File: config.mk
export PLATFORM = sky130hd
export DESIGN_NAME = fm_regs_top
export DESIGN_NICKNAME = d
export VERILOG_FILES = /design/src/common/fm_pkg.sv /design/src/design/fm_mmr.sv /design/src/fm_reg_file/fm_reg_file.sv /design/src/design/fm_timers.sv /design/src/design/fm_regs_top.sv
export VERILOG_INCLUDE_DIRS = /design/src /design/src/common
export SDC_FILE = /design/constraint.sdc
export NUM_CORES = 2
export LEC_CHECK = 0
export BUFFER_PORTS_ARGS = -buffer_cell sky130_fd_sc_hd__buf_2
export CELL_PAD_IN_SITES_DETAIL_PLACEMENT = 0
export CELL_PAD_IN_SITES_GLOBAL_PLACEMENT = 1
export CORE_UTILIZATION = 55
export CTS_CLUSTER_DIAMETER = 200
export DETAILED_ROUTE_END_ITERATION = 12
export HOLD_SLACK_MARGIN = 0.15
export PLACE_DENSITY_LB_ADDON = 0.25
export SKIP_LAST_GASP = 1
export SLEW_MARGIN = 5
export SYNTH_ARGS = -nofsm -noshare
export SYNTH_HDL_FRONTEND = slang
export SYNTH_SLANG_ARGS = --single-unit
File: constraint.sdc
create_clock -name clk -period 70.6 [get_ports clk]
set_input_delay 3.53 -clock clk [delete_from_list [all_inputs] [get_ports clk]]
set_output_delay 3.53 -clock clk [all_outputs]
set_load 0.03 [all_outputs]
File: src/common/fm_settings.svh
`ifndef FM_SETTINGS_SVH
`define FM_SETTINGS_SVH

// Number of FM channels
`define FM_NUM_CH 8

// Four operators per channel
`define FM_NUM_SLOTS 32

// Timer B counts once every this many ticks
`define FM_TIMER_B_PRESCALE 16

`endif

File: src/common/fm_pkg.sv
`default_nettype none

package fm_pkg;

    // Host data or address byte
    typedef logic [7:0] fm_byte_t;

    // Slot number, operator * 8 + channel
    typedef logic [4:0] fm_slot_t;

    // Global register map below 20h
    typedef enum logic [7:0] {
        ADDR_LFO_RST = 8'h01,
        ADDR_KON     = 8'h08,
        ADDR_NOISE   = 8'h0F,
        ADDR_CLKA1   = 8'h10,
        ADDR_CLKA2   = 8'h11,
        ADDR_CLKB    = 8'h12,
        ADDR_TIMER   = 8'h14,
        ADDR_LFRQ    = 8'h18,
        ADDR_PMDAMD  = 8'h19,
        ADDR_CTW     = 8'h1B
    } fm_global_addr_e;

    // Operator rows, selected by address bits 7:5
    typedef enum logic [2:0] {
        OP_DT1_MUL   = 3'd2,
        OP_TL        = 3'd3,
        OP_KS_AR     = 3'd4,
        OP_AMSEN_D1R = 3'd5,
        OP_DT2_D2R   = 3'd6,
        OP_D1L_RR    = 3'd7
    } fm_op_row_e;

    // Channel rows within 20h..3Fh, address bits 4:3
    typedef enum logic [1:0] {
        CH_RL_FB_CON = 2'd0,
        CH_KC        = 2'd1,
        CH_KF        = 2'd2,
        CH_PMS_AMS   = 2'd3
    } fm_ch_row_e;

endpackage

`default_nettype wire

File: src/design/fm_mmr.sv
`default_nettype none
`timescale 1ns/100ps

module fm_mmr (
    input  wire logic             clk,
    input  wire logic             rst,
    input  wire logic             cen,
    input  wire fm_pkg::fm_byte_t d_in,
    input  wire logic             write,
    input  wire logic             a0,
    input  wire logic             reg_busy,
    input  wire logic             committed,
    output logic                  busy,
    output logic                  ne,
    output logic [4:0]            nfrq,
    output logic [7:0]            lfo_freq,
    output logic [1:0]            lfo_w,
    output logic [6:0]            lfo_amd,
    output logic [6:0]            lfo_pmd,
    output logic                  lfo_rst,
    output logic                  ct1,
    output logic                  ct2,
    output logic [9:0]            value_a,
    output logic [7:0]            value_b,
    output logic                  load_a,
    output logic                  load_b,
    output logic                  irq_en_a,
    output logic                  irq_en_b,
    output logic                  clr_flag_a,
    output logic                  clr_flag_b,
    output logic                  wr_req,
    output fm_pkg::fm_byte_t      wr_addr,
    output fm_pkg::fm_byte_t      wr_data
);
    import fm_pkg::*;

    fm_byte_t sel_addr;
    logic     to_reg_file;

    // KON and everything from 20h up is stored per slot
    assign to_reg_file = (sel_addr >= 8'h20) || (sel_addr == ADDR_KON);

    always_ff @(posedge clk or posedge rst) begin
        if (rst) begin
            sel_addr   <= '0;
            busy       <= 1'b0;
            ne         <= 1'b0;
            nfrq       <= '0;
            lfo_freq   <= '0;
            lfo_w      <= '0;
            lfo_amd    <= '0;
            lfo_pmd    <= '0;
            lfo_rst    <= 1'b0;
            ct1        <= 1'b0;
            ct2        <= 1'b0;
            value_a    <= '0;
            value_b    <= '0;
            load_a     <= 1'b0;
            load_b     <= 1'b0;
            irq_en_a   <= 1'b0;
            irq_en_b   <= 1'b0;
            clr_flag_a <= 1'b0;
            clr_flag_b <= 1'b0;
            wr_req     <= 1'b0;
            wr_addr    <= '0;
            wr_data    <= '0;
        end else if (cen) begin
            if (write && !busy) begin
                busy <= 1'b1;
                if (!a0) begin
                    sel_addr <= d_in;
                end else if (to_reg_file) begin
                    // Address and data stay put until the commit
                    wr_req  <= 1'b1;
                    wr_addr <= sel_addr;
                    wr_data <= d_in;
                end else begin
                    case (sel_addr)
                        ADDR_LFO_RST: lfo_rst <= 1'b1;
                        ADDR_NOISE: begin
                            ne   <= d_in[7];
                            nfrq <= d_in[4:0];
                        end
                        ADDR_CLKA1: value_a[9:2] <= d_in;
                        ADDR_CLKA2: value_a[1:0] <= d_in[1:0];
                        ADDR_CLKB:  value_b      <= d_in;
                        ADDR_TIMER: begin
                            load_a     <= d_in[0];
                            load_b     <= d_in[1];
                            irq_en_a   <= d_in[2];
                            irq_en_b   <= d_in[3];
                            clr_flag_a <= d_in[4];
                            clr_flag_b <= d_in[5];
                        end
                        ADDR_LFRQ: lfo_freq <= d_in;
                        ADDR_PMDAMD: begin
                            // Bit 7 picks the depth being written
                            if (d_in[7]) begin
                                lfo_pmd <= d_in[6:0];
                            end else begin
                                lfo_amd <= d_in[6:0];
                            end
                        end
                        ADDR_CTW: begin
                            ct2   <= d_in[7];
                            ct1   <= d_in[6];
                            lfo_w <= d_in[1:0];
                        end
                        default: ;
                    endcase
                end
            end else begin
                // Idle tick, drop the one-shots
                lfo_rst    <= 1'b0;
                clr_flag_a <= 1'b0;
                clr_flag_b <= 1'b0;
                wr_req     <= 1'b0;
                if (committed) begin
                    busy <= 1'b0;
                end else begin
                    busy <= wr_req | reg_busy;
                end
            end
        end
    end

endmodule

`default_nettype wire

File: src/fm_reg_file/fm_reg_file.sv
`default_nettype none
`timescale 1ns/100ps
`include "fm_settings.svh"

module fm_reg_file (
    input  wire logic             clk,
    input  wire logic             rst,
    input  wire logic             cen,
    input  wire logic             wr_req,
    input  wire fm_pkg::fm_byte_t wr_addr,
    input  wire fm_pkg::fm_byte_t wr_data,
    output logic                  reg_busy,
    output logic                  committed,
    output fm_pkg::fm_slot_t      slot_num,
    output logic [1:0]            rl,
    output logic [2:0]            fb,
    output logic [2:0]            con,
    output logic [6:0]            kc,
    output logic [5:0]            kf,
    output logic [2:0]            pms,
    output logic [1:0]            ams,
    output logic [2:0]            dt1,
    output logic [3:0]            mul,
    output logic [6:0]            tl,
    output logic [1:0]            ks,
    output logic [4:0]            ar,
    output logic                  amsen,
    output logic [4:0]            d1r,
    output logic [1:0]            dt2,
    output logic [4:0]            d2r,
    output logic [3:0]            d1l,
    output logic [3:0]            rr,
    output logic                  keyon
);
    import fm_pkg::*;

    fm_byte_t                  ch_mem [4][`FM_NUM_CH];
    fm_byte_t                  op_mem [2:7][`FM_NUM_SLOTS];
    logic [`FM_NUM_SLOTS-1:0]  kon_bits;
    logic                      pend;
    logic                      is_kon;
    logic                      is_ch;
    fm_slot_t                  target;
    logic                      hit;
    logic [2:0]                cur_ch;

    assign is_kon = (wr_addr == ADDR_KON);
    assign is_ch  = (wr_addr[7:5] == 3'b001);

    // Channel and KON writes land on the operator 0 slot
    always_comb begin
        if (is_kon) begin
            target = {2'b00, wr_data[2:0]};
        end else if (is_ch) begin
            target = {2'b00, wr_addr[2:0]};
        end else begin
            target = wr_addr[4:0];
        end
    end

    assign hit      = (wr_req || pend) && (target == slot_num);
    assign reg_busy = pend;

    always_ff @(posedge clk or posedge rst) begin
        if (rst) begin
            slot_num  <= '0;
            pend      <= 1'b0;
            committed <= 1'b0;
            kon_bits  <= '0;
            for (int r = 0; r < 4; r++) begin
                for (int c = 0; c < `FM_NUM_CH; c++) begin
                    ch_mem[r][c] <= '0;
                end
            end
            for (int r = 2; r < 8; r++) begin
                for (int s = 0; s < `FM_NUM_SLOTS; s++) begin
                    op_mem[r][s] <= '0;
                end
            end
        end else if (cen) begin
            if (slot_num == fm_slot_t'(`FM_NUM_SLOTS - 1)) begin
                slot_num <= '0;
            end else begin
                slot_num <= slot_num + 5'd1;
            end
            committed <= 1'b0;
            if (hit) begin
                pend      <= 1'b0;
                committed <= 1'b1;
                if (is_kon) begin
                    // One key-on bit per operator, all in the same tick
                    for (int k = 0; k < 4; k++) begin
                        kon_bits[k * `FM_NUM_CH + int'(wr_data[2:0])] <= wr_data[3 + k];
                    end
                end else if (is_ch) begin
                    ch_mem[wr_addr[4:3]][wr_addr[2:0]] <= wr_data;
                end else begin
                    op_mem[wr_addr[7:5]][target] <= wr_data;
                end
            end else if (wr_req) begin
                pend <= 1'b1;
            end
        end
    end

    assign cur_ch = slot_num[2:0];

    // Channel fields, shared by the four slots of a channel
    assign rl    = ch_mem[CH_RL_FB_CON][cur_ch][7:6];
    assign fb    = ch_mem[CH_RL_FB_CON][cur_ch][5:3];
    assign con   = ch_mem[CH_RL_FB_CON][cur_ch][2:0];
    assign kc    = ch_mem[CH_KC][cur_ch][6:0];
    assign kf    = ch_mem[CH_KF][cur_ch][7:2];
    assign pms   = ch_mem[CH_PMS_AMS][cur_ch][6:4];
    assign ams   = ch_mem[CH_PMS_AMS][cur_ch][1:0];

    // Operator fields of the current slot
    assign dt1   = op_mem[OP_DT1_MUL][slot_num][6:4];
    assign mul   = op_mem[OP_DT1_MUL][slot_num][3:0];
    assign tl    = op_mem[OP_TL][slot_num][6:0];
    assign ks    = op_mem[OP_KS_AR][slot_num][7:6];
    assign ar    = op_mem[OP_KS_AR][slot_num][4:0];
    assign amsen = op_mem[OP_AMSEN_D1R][slot_num][7];
    assign d1r   = op_mem[OP_AMSEN_D1R][slot_num][4:0];
    assign dt2   = op_mem[OP_DT2_D2R][slot_num][7:6];
    assign d2r   = op_mem[OP_DT2_D2R][slot_num][4:0];
    assign d1l   = op_mem[OP_D1L_RR][slot_num][7:4];
    assign rr    = op_mem[OP_D1L_RR][slot_num][3:0];
    assign keyon = kon_bits[slot_num];

endmodule

`default_nettype wire

File: src/design/fm_timers.sv
`default_nettype none
`timescale 1ns/100ps
`include "fm_settings.svh"

module fm_timers (
    input  wire logic       clk,
    input  wire logic       rst,
    input  wire logic       cen,
    input  wire logic [9:0] value_a,
    input  wire logic [7:0] value_b,
    input  wire logic       load_a,
    input  wire logic       load_b,
    input  wire logic       irq_en_a,
    input  wire logic       irq_en_b,
    input  wire logic       clr_flag_a,
    input  wire logic       clr_flag_b,
    output logic            flag_a,
    output logic            flag_b,
    output logic            irq_n
);
    localparam int PRE_W = $clog2(`FM_TIMER_B_PRESCALE);

    logic [9:0]       cnt_a;
    logic [7:0]       cnt_b;
    logic [PRE_W-1:0] pre_b;

    // Timer A, one step per tick
    always_ff @(posedge clk or posedge rst) begin
        if (rst) begin
            cnt_a  <= '0;
            flag_a <= 1'b0;
        end else if (cen) begin
            if (clr_flag_a) begin
                flag_a <= 1'b0;
            end
            if (!load_a) begin
                // Stopped, keep the start value ready
                cnt_a <= value_a;
            end else if (cnt_a == 10'h3FF) begin
                cnt_a <= value_a;
                if (irq_en_a) begin
                    flag_a <= 1'b1;
                end
            end else begin
                cnt_a <= cnt_a + 10'd1;
            end
        end
    end

    // Timer B, stepped through the prescaler
    always_ff @(posedge clk or posedge rst) begin
        if (rst) begin
            cnt_b  <= '0;
            pre_b  <= '0;
            flag_b <= 1'b0;
        end else if (cen) begin
            if (clr_flag_b) begin
                flag_b <= 1'b0;
            end
            if (!load_b) begin
                cnt_b <= value_b;
                pre_b <= '0;
            end else if (pre_b == PRE_W'(`FM_TIMER_B_PRESCALE - 1)) begin
                pre_b <= '0;
                if (cnt_b == 8'hFF) begin
                    cnt_b <= value_b;
                    if (irq_en_b) begin
                        flag_b <= 1'b1;
                    end
                end else begin
                    cnt_b <= cnt_b + 8'd1;
                end
            end else begin
                pre_b <= pre_b + 1'b1;
            end
        end
    end

    assign irq_n = ~(flag_a | flag_b);

endmodule

`default_nettype wire

File: src/design/fm_regs_top.sv
`default_nettype none
`timescale 1ns/100ps

module fm_regs_top (
    input  wire logic             clk,
    input  wire logic             rst,
    input  wire logic             cen,
    input  wire fm_pkg::fm_byte_t d_in,
    input  wire logic             write,
    input  wire logic             a0,
    output wire logic             busy,
    output wire logic [2:0]       status,
    output wire logic             ne,
    output wire logic [4:0]       nfrq,
    output wire logic [7:0]       lfo_freq,
    output wire logic [1:0]       lfo_w,
    output wire logic [6:0]       lfo_amd,
    output wire logic [6:0]       lfo_pmd,
    output wire logic             lfo_rst,
    output wire logic             ct1,
    output wire logic             ct2,
    output wire logic             flag_a,
    output wire logic             flag_b,
    output wire logic             irq_n,
    output wire fm_pkg::fm_slot_t slot_num,
    output wire logic [1:0]       rl,
    output wire logic [2:0]       fb,
    output wire logic [2:0]       con,
    output wire logic [6:0]       kc,
    output wire logic [5:0]       kf,
    output wire logic [2:0]       pms,
    output wire logic [1:0]       ams,
    output wire logic [2:0]       dt1,
    output wire logic [3:0]       mul,
    output wire logic [6:0]       tl,
    output wire logic [1:0]       ks,
    output wire logic [4:0]       ar,
    output wire logic             amsen,
    output wire logic [4:0]       d1r,
    output wire logic [1:0]       dt2,
    output wire logic [4:0]       d2r,
    output wire logic [3:0]       d1l,
    output wire logic [3:0]       rr,
    output wire logic             keyon
);
    import fm_pkg::*;

    // Decoder to register file
    wire logic     wr_req;
    wire fm_byte_t wr_addr;
    wire fm_byte_t wr_data;
    wire logic     reg_busy;
    wire logic     committed;

    // Decoder to timers
    wire logic [9:0] value_a;
    wire logic [7:0] value_b;
    wire logic       load_a;
    wire logic       load_b;
    wire logic       irq_en_a;
    wire logic       irq_en_b;
    wire logic       clr_flag_a;
    wire logic       clr_flag_b;

    fm_mmr u_fm_mmr (.*);

    fm_reg_file u_fm_reg_file (.*);

    fm_timers u_fm_timers (.*);

    // Host status byte, low three bits
    assign status = {busy, flag_b, flag_a};

endmodule

`default_nettype wire

=== Word level (Yosys, flattened, before mapping) ===
Index checks and enable logic that the tools add are counted.

* Bits in registers: 1,938
* Output and inout port bits: 114
* Bits of input ports: 13
* Logic and storage cells: 446

* Multiplexer cells: 93
* Add/sub/neg operators: 7
* Equal/unequal tests: 23
* Order comparisons: 20
* Bitwise gates (word level): 14
* Reductions and logical operators: 33

{| class="wikitable"
|+ Operators with widths
! operator !! number
|-
| $bwmux W1536 || 1
|-
| $demux W256 S3 || 1
|-
| $bwmux W256 || 1
|-
| $mux W256 || 1
|-
| $bmux W8 S5 || 6
|-
| $mux W8 || 17
|-
| $bwmux W32 || 4
|-
| $demux W64 S2 || 1
|-
| $bmux W8 S3 || 4
|-
| $ge A32 B1 Y1 const B || 3
|-
| $lt A32 B7 Y1 const B || 3
|-
| $mux W64 || 1
|-
| $eq A8 B5 Y1 const B || 7
|-
| $mux W7 || 8
|-
| $demux W8 S5 || 1
|-
| $reduce_and A5 Y1 || 7
|-
| $mux W1 || 34
|-
| $demux W8 S3 || 1
|-
| $eq A8 B4 Y1 const B || 3
|-
| $mux W10 || 2
|-
| $reduce_and A4 Y1 || 5
|-
| $demux W1 S5 || 3
|-
| $mux W5 || 3
|-
| $add A5 B3 Y6 const A || 2
|-
| 39 further kinds || 71
|}

=== Longest topological paths before layout ===
* Word-level depth: 11
* Gate-level depth with buffers: 10
* Mapped depth without buffers: 7

=== Hierarchy ===
A second synthesis with hierarchy kept.

* Cells, all modules: 4,920
* Area total of the unflattened synthesis: 79,140.9 um^2

{| class="wikitable"
|+ Modules (own cells, without submodules)
! module !! instances !! area an instance (um^2) !! cells an instance !! seq. area each (um^2)
|-
| fm_reg_file || 1 || 74,285.0 || 4,535 || 39,813.2
|-
| fm_mmr || 1 || 3,335.7 || 210 || 2,077.0
|-
| fm_timers || 1 || 1,497.7 || 172 || 600.6
|-
| fm_regs_top || 1 || 22.5 || 3 || 0.0
|}

=== Least setup slack after synthesis ===
No wires, ideal clock.

* Path type: register to output
* From: register u_fm_reg_file.slot_num[0]
* To: output amsen
* Data required time: 67.070 ns
* Arrival: 3.177 ns
* Path slack: 63.893 ns
* Cell stages (with the launch flop): 8
* Path through: dfrtp_1 clkbuf_1 clkbuf_1 buf_2 buf_1 mux4_2 mux4_2 mux2_2

* Cells in the longest elaborated chain, start to end: 4

{| class="wikitable"
|+ Ends and longest elaborated chain
! element !! RTL line !! RTL
|-
| from (decl) || fm_reg_file.sv:14 || <nowiki>output fm_pkg::fm_slot_t slot_num,</nowiki>
|-
| from (signal assigned) || fm_reg_file.sv:84 || <nowiki>slot_num <= slot_num + 5'd1;</nowiki>
|-
| $not A5 Y6 (not written as such) || fm_reg_file.sv:123 || <nowiki>assign amsen = op_mem[OP_AMSEN_D1R][slot_num][7];</nowiki>
|-
| $bmux W8 S5 || fm_reg_file.sv:123 ||
|-
| $mux W8 (not written as such) (2 in series) || fm_reg_file.sv:123 ||
|-
| to (decl) || fm_regs_top.sv:38 || <nowiki>output wire logic amsen,</nowiki>
|}

Every way passes these cells. The select of a mux whose other input is x is not followed.

=== Worst setup path after layout ===
* From: register u_fm_reg_file.slot_num[0]
* To: output tl[0]

* Cells in the longest elaborated chain, start to end: 4

{| class="wikitable"
|+ Ends and longest elaborated chain
! element !! RTL line !! RTL
|-
| $not A5 Y6 (not written as such) || fm_reg_file.sv:120 || <nowiki>assign tl = op_mem[OP_TL][slot_num][6:0];</nowiki>
|-
| $bmux W8 S5 || fm_reg_file.sv:120 ||
|-
| $mux W7 (not written as such) (2 in series) || fm_reg_file.sv:120 ||
|-
| to (decl) || fm_regs_top.sv:35 || <nowiki>output wire logic [6:0] tl,</nowiki>
|}

Every way passes these cells. The select of a mux whose other input is x is not followed.

==> flow_metrics.tcl <==
set metrics [dict create \
    clk_pin_slew_ns 0.06 \
    hold_buffers 0 \
    end_kind "output port" \
    clk_path_buf_depth 3 \
    yosysMostFrequentCell "dfrtp_1" \
    firstDrtPassIters 5 \
    die_x_um 384.6 \
    worstPathArrival_ns 6.89 \
    core-area_um2 145400 \
    areaGrowthSynthToFinish_pct 9.906 \
    insertion_delay_ns 0.81 \
    synth_area_leaders "dfrtp_1 53%, mux2_2 23%, mux4_2 13%" \
    ys_ff_latch 1698 \
    rsz0062_at_grt "no" \
    yosysTopAreaCellShare_pct 52.79 \
    wl_um 197300 \
    ys_warn_count 0 \
    post-route-drc-count 0 \
    grt_pass1_vias 46739 \
    place_congestion 0.8093 \
    antenna_found_initial 5 \
    numCtsBuffers 178 \
    report.final.slew_viol_count 0 \
    dieArea_um2 147900 \
    p_int_mw 1.691 \
    required_ns 67.07 \
    synth.cell_area_um2 80500 \
    synth_nets 4953 \
    startpoint_type "register" \
    grt_pass1_wl_um 305100 \
    ys_types 74 \
    portBuffers 126 \
    grt_max_degree 196 \
    die_h_um 384.6 \
    place_ws_ns 60.74 \
    sw_frac_of_total_pct 33.95 \
    std_cell_rows 140 \
    power_frac_comb_pct 20.8 \
    drive_gt1_share_pct 57.41 \
    nNetsFinal 4922 \
    hold_class "reg2reg" \
    fillCellCount 10863 \
    slowest_stage "buf_4" \
    finalSetupTns_ns 0 \
    clkSinkCount 1698 \
    maxCapViolCount 0 \
    synth_ff_type "dfrtp_1" \
    path_max_fanout 52 \
    pwr-share-seq_pct 41.5 \
    ys_async_sr_fraction_pct 100.0 \
    crit_chain "buf_4 > buf_4 > buf_4 > buf_4 > mux4_2 > mux4_2 > mux2_2 > buf_2" \
    cts_tree "done" \
    h-tree-depth 4 \
    worst-setup-path-type "reg2out" \
    powerDensity_nw_per_um2 28.93 \
    finalSetupViolCount 0 \
    fin_skew_ns 0.02211 \
    drt_iter0_markers 3105 \
    fin_ws_ns 60.18 \
    hold_slack_ns 0.4847 \
    critPathMaxStageDelay_ns 0.93 \
    status "completed" \
    clockRootBuffer "clkbuf_16" \
    clock_power_share_pct 37.7 \
    yosysTopAreaCell "dfrtp_1" \
    synthCells 4935 \
    avgViaCountPerCell 6.392 \
    worstMarginPinSlew_ns 1.256 \
    slew_headroom_pct 15.64 \
    fin_crit_sh_pct 14.77 \
    start_util_pct 55.37 \
    overflow 0 \
    yosysSeqAreaShare_pct 52.79 \
    post_drt_wl_per_cell_um 28.34 \
    antenna_left 0 \
    p_sw_uw 868.9 \
    period_needed_ns 10.42 \
    hpwl_um 123900 \
    irDropWorstVdd_v 0.00003064 \
    path_buf_inv 5 \
    synth_commonest_cells "1698 x dfrtp_1, 1649 x mux2_2, 482 x mux4_2" \
    p_leak_nw 42.86 \
    vias 44499 \
    avgSynthCellArea_um2 16.31 \
    ios 127 \
    track_usage_pct 27.45 \
    cp_common_cell "buf_4" \
    cts_setup_buffers 0 \
    synth_edf_count 0 \
    finalHoldViolations 0 \
    fmax_mhz 95.93 \
    cts_resized 0 \
    path_delay_family "buffers and inverters" \
]
==> routing by layer <==
layer / vias up / part of all wire [%] / GRT usage [%]
li1: 18638 / - / -
met1: 24455 / 45 / 40.77
met2: 1084 / 48 / 42.32
met3: 320 / 4.7 / 4.275
met4: 2 / 2.4 / 7.525
met5: - / 0.0066 / 0
==> placed cells by master, fill, tap and decap left out, types with 54 or more instances in the layout <==
master     instances
mux4_2           482
nand2_1           65
clkbuf_16        179
mux2_2          1649
mux2_4            70
buf_4             77
clkbuf_1          54
dfrtp_1         1685
buf_2            126
nor4_4            61
==> path summary, 6_finish.rpt <==
kind	endpoint	slack, ns	cells past startpoint	startpoint
worst max-delay path	tl[0]	60.18	8	u_fm_reg_file.slot_num[0]$_DFFE_PP0P_
worst min-delay path	u_fm_timers.cnt_a[8]$_DFFE_PP0P_	0.48	2	u_fm_mmr.value_a[8]$_DFFE_PP0P_
worst max register to register	u_fm_reg_file.ch_mem[244]$_DFFE_PP0P_	64.32	9	u_fm_reg_file.slot_num[0]$_DFFE_PP0P_
worst min register to register	u_fm_timers.cnt_a[8]$_DFFE_PP0P_	0.48	2	u_fm_mmr.value_a[8]$_DFFE_PP0P_
max in group asynchronous	u_fm_reg_file.op_mem[362]$_DFFE_PP0P_	63.80	6	rst
min in group asynchronous	u_fm_reg_file.ch_mem[212]$_DFFE_PP0P_	2.84	2	rst
==> flip-flops by register name, summed over array words and instances (netlist names), 2 cells and up <==
register and count:
u_fm_mmr.lfo_amd 7, u_fm_mmr.lfo_freq 8, u_fm_mmr.lfo_pmd 7, u_fm_mmr.lfo_w 2, u_fm_mmr.nfrq 5, u_fm_mmr.sel_addr 8
u_fm_mmr.value_a 10, u_fm_mmr.value_b 8, u_fm_mmr.wr_addr 8, u_fm_mmr.wr_data 8, u_fm_reg_file.ch_mem 208, u_fm_reg_file.kon_bits 32
u_fm_reg_file.op_mem 1344, u_fm_reg_file.slot_num 5, u_fm_timers.cnt_a 10, u_fm_timers.cnt_b 8, u_fm_timers.pre_b 4
==> cell families after synthesis <==
family,count (synthesis),share of synthesized area [%]
xor+xnor,7,0.1181
fa+ha+maj,5,0.07772
mux,2219,38.11
simple gates,493,5.882
buf+inv,425,2.330
compound gates,88,0.6979
flops,1698,52.79
==> worst reg2reg max path: stages (launching register included) <==
cell     delay [ns]
dfrtp_4        0.90
buf_4          0.73
buf_4          0.84
nor2_1         0.14
mux2i_2        0.51
nand3_4        0.55
buf_4          0.55
buf_4          0.47
or4_1          1.02
mux2_4         0.42
==> layout make-up <==
cell class / count / area (um^2) / share of cell area (%)
timing repair buffer: 207 / 1289 / 1.457
clock inverter: 51 / 838.3 / 0.9475
sequential: 1698 / 42540 / 48.08
inverter: 7 / 33.78 / 0.03818
antenna: 1 / 2.502 / 0.002828
clock buffer: 269 / 5177 / 5.852
multi-input combinational: 2812 / 36190 / 40.91
tap: 1917 / 2399 / 2.711
==> through the flow <==
step	utilization [%]	cell area (um^2)	power [mW]	cells
after global routing	60.85	88470	2.648	6961
final	60.85	88470	2.559	6962
after floorplan	-	80500	1.452	4935
after global placement	56.71	82450	1.605	6641
after CTS	60.85	88470	2.577	6961
after detailed placement	56.71	82450	1.612	6641
==> power by group through the flow <==
stage | Sequential (mW) | Combinational, mW | Clock, mW
4_1_cts | 1.06 | 0.532 | 0.982
3_5_place_dp | 1.08 | 0.531 | 0
6_report | 1.06 | 0.531 | 0.965
2_1_floorplan | 1.03 | 0.426 | 0
3_3_place_gp | 1.08 | 0.525 | 0
5_1_grt | 1.07 | 0.561 | 1.02
Power figures use the tool's default switching activity.
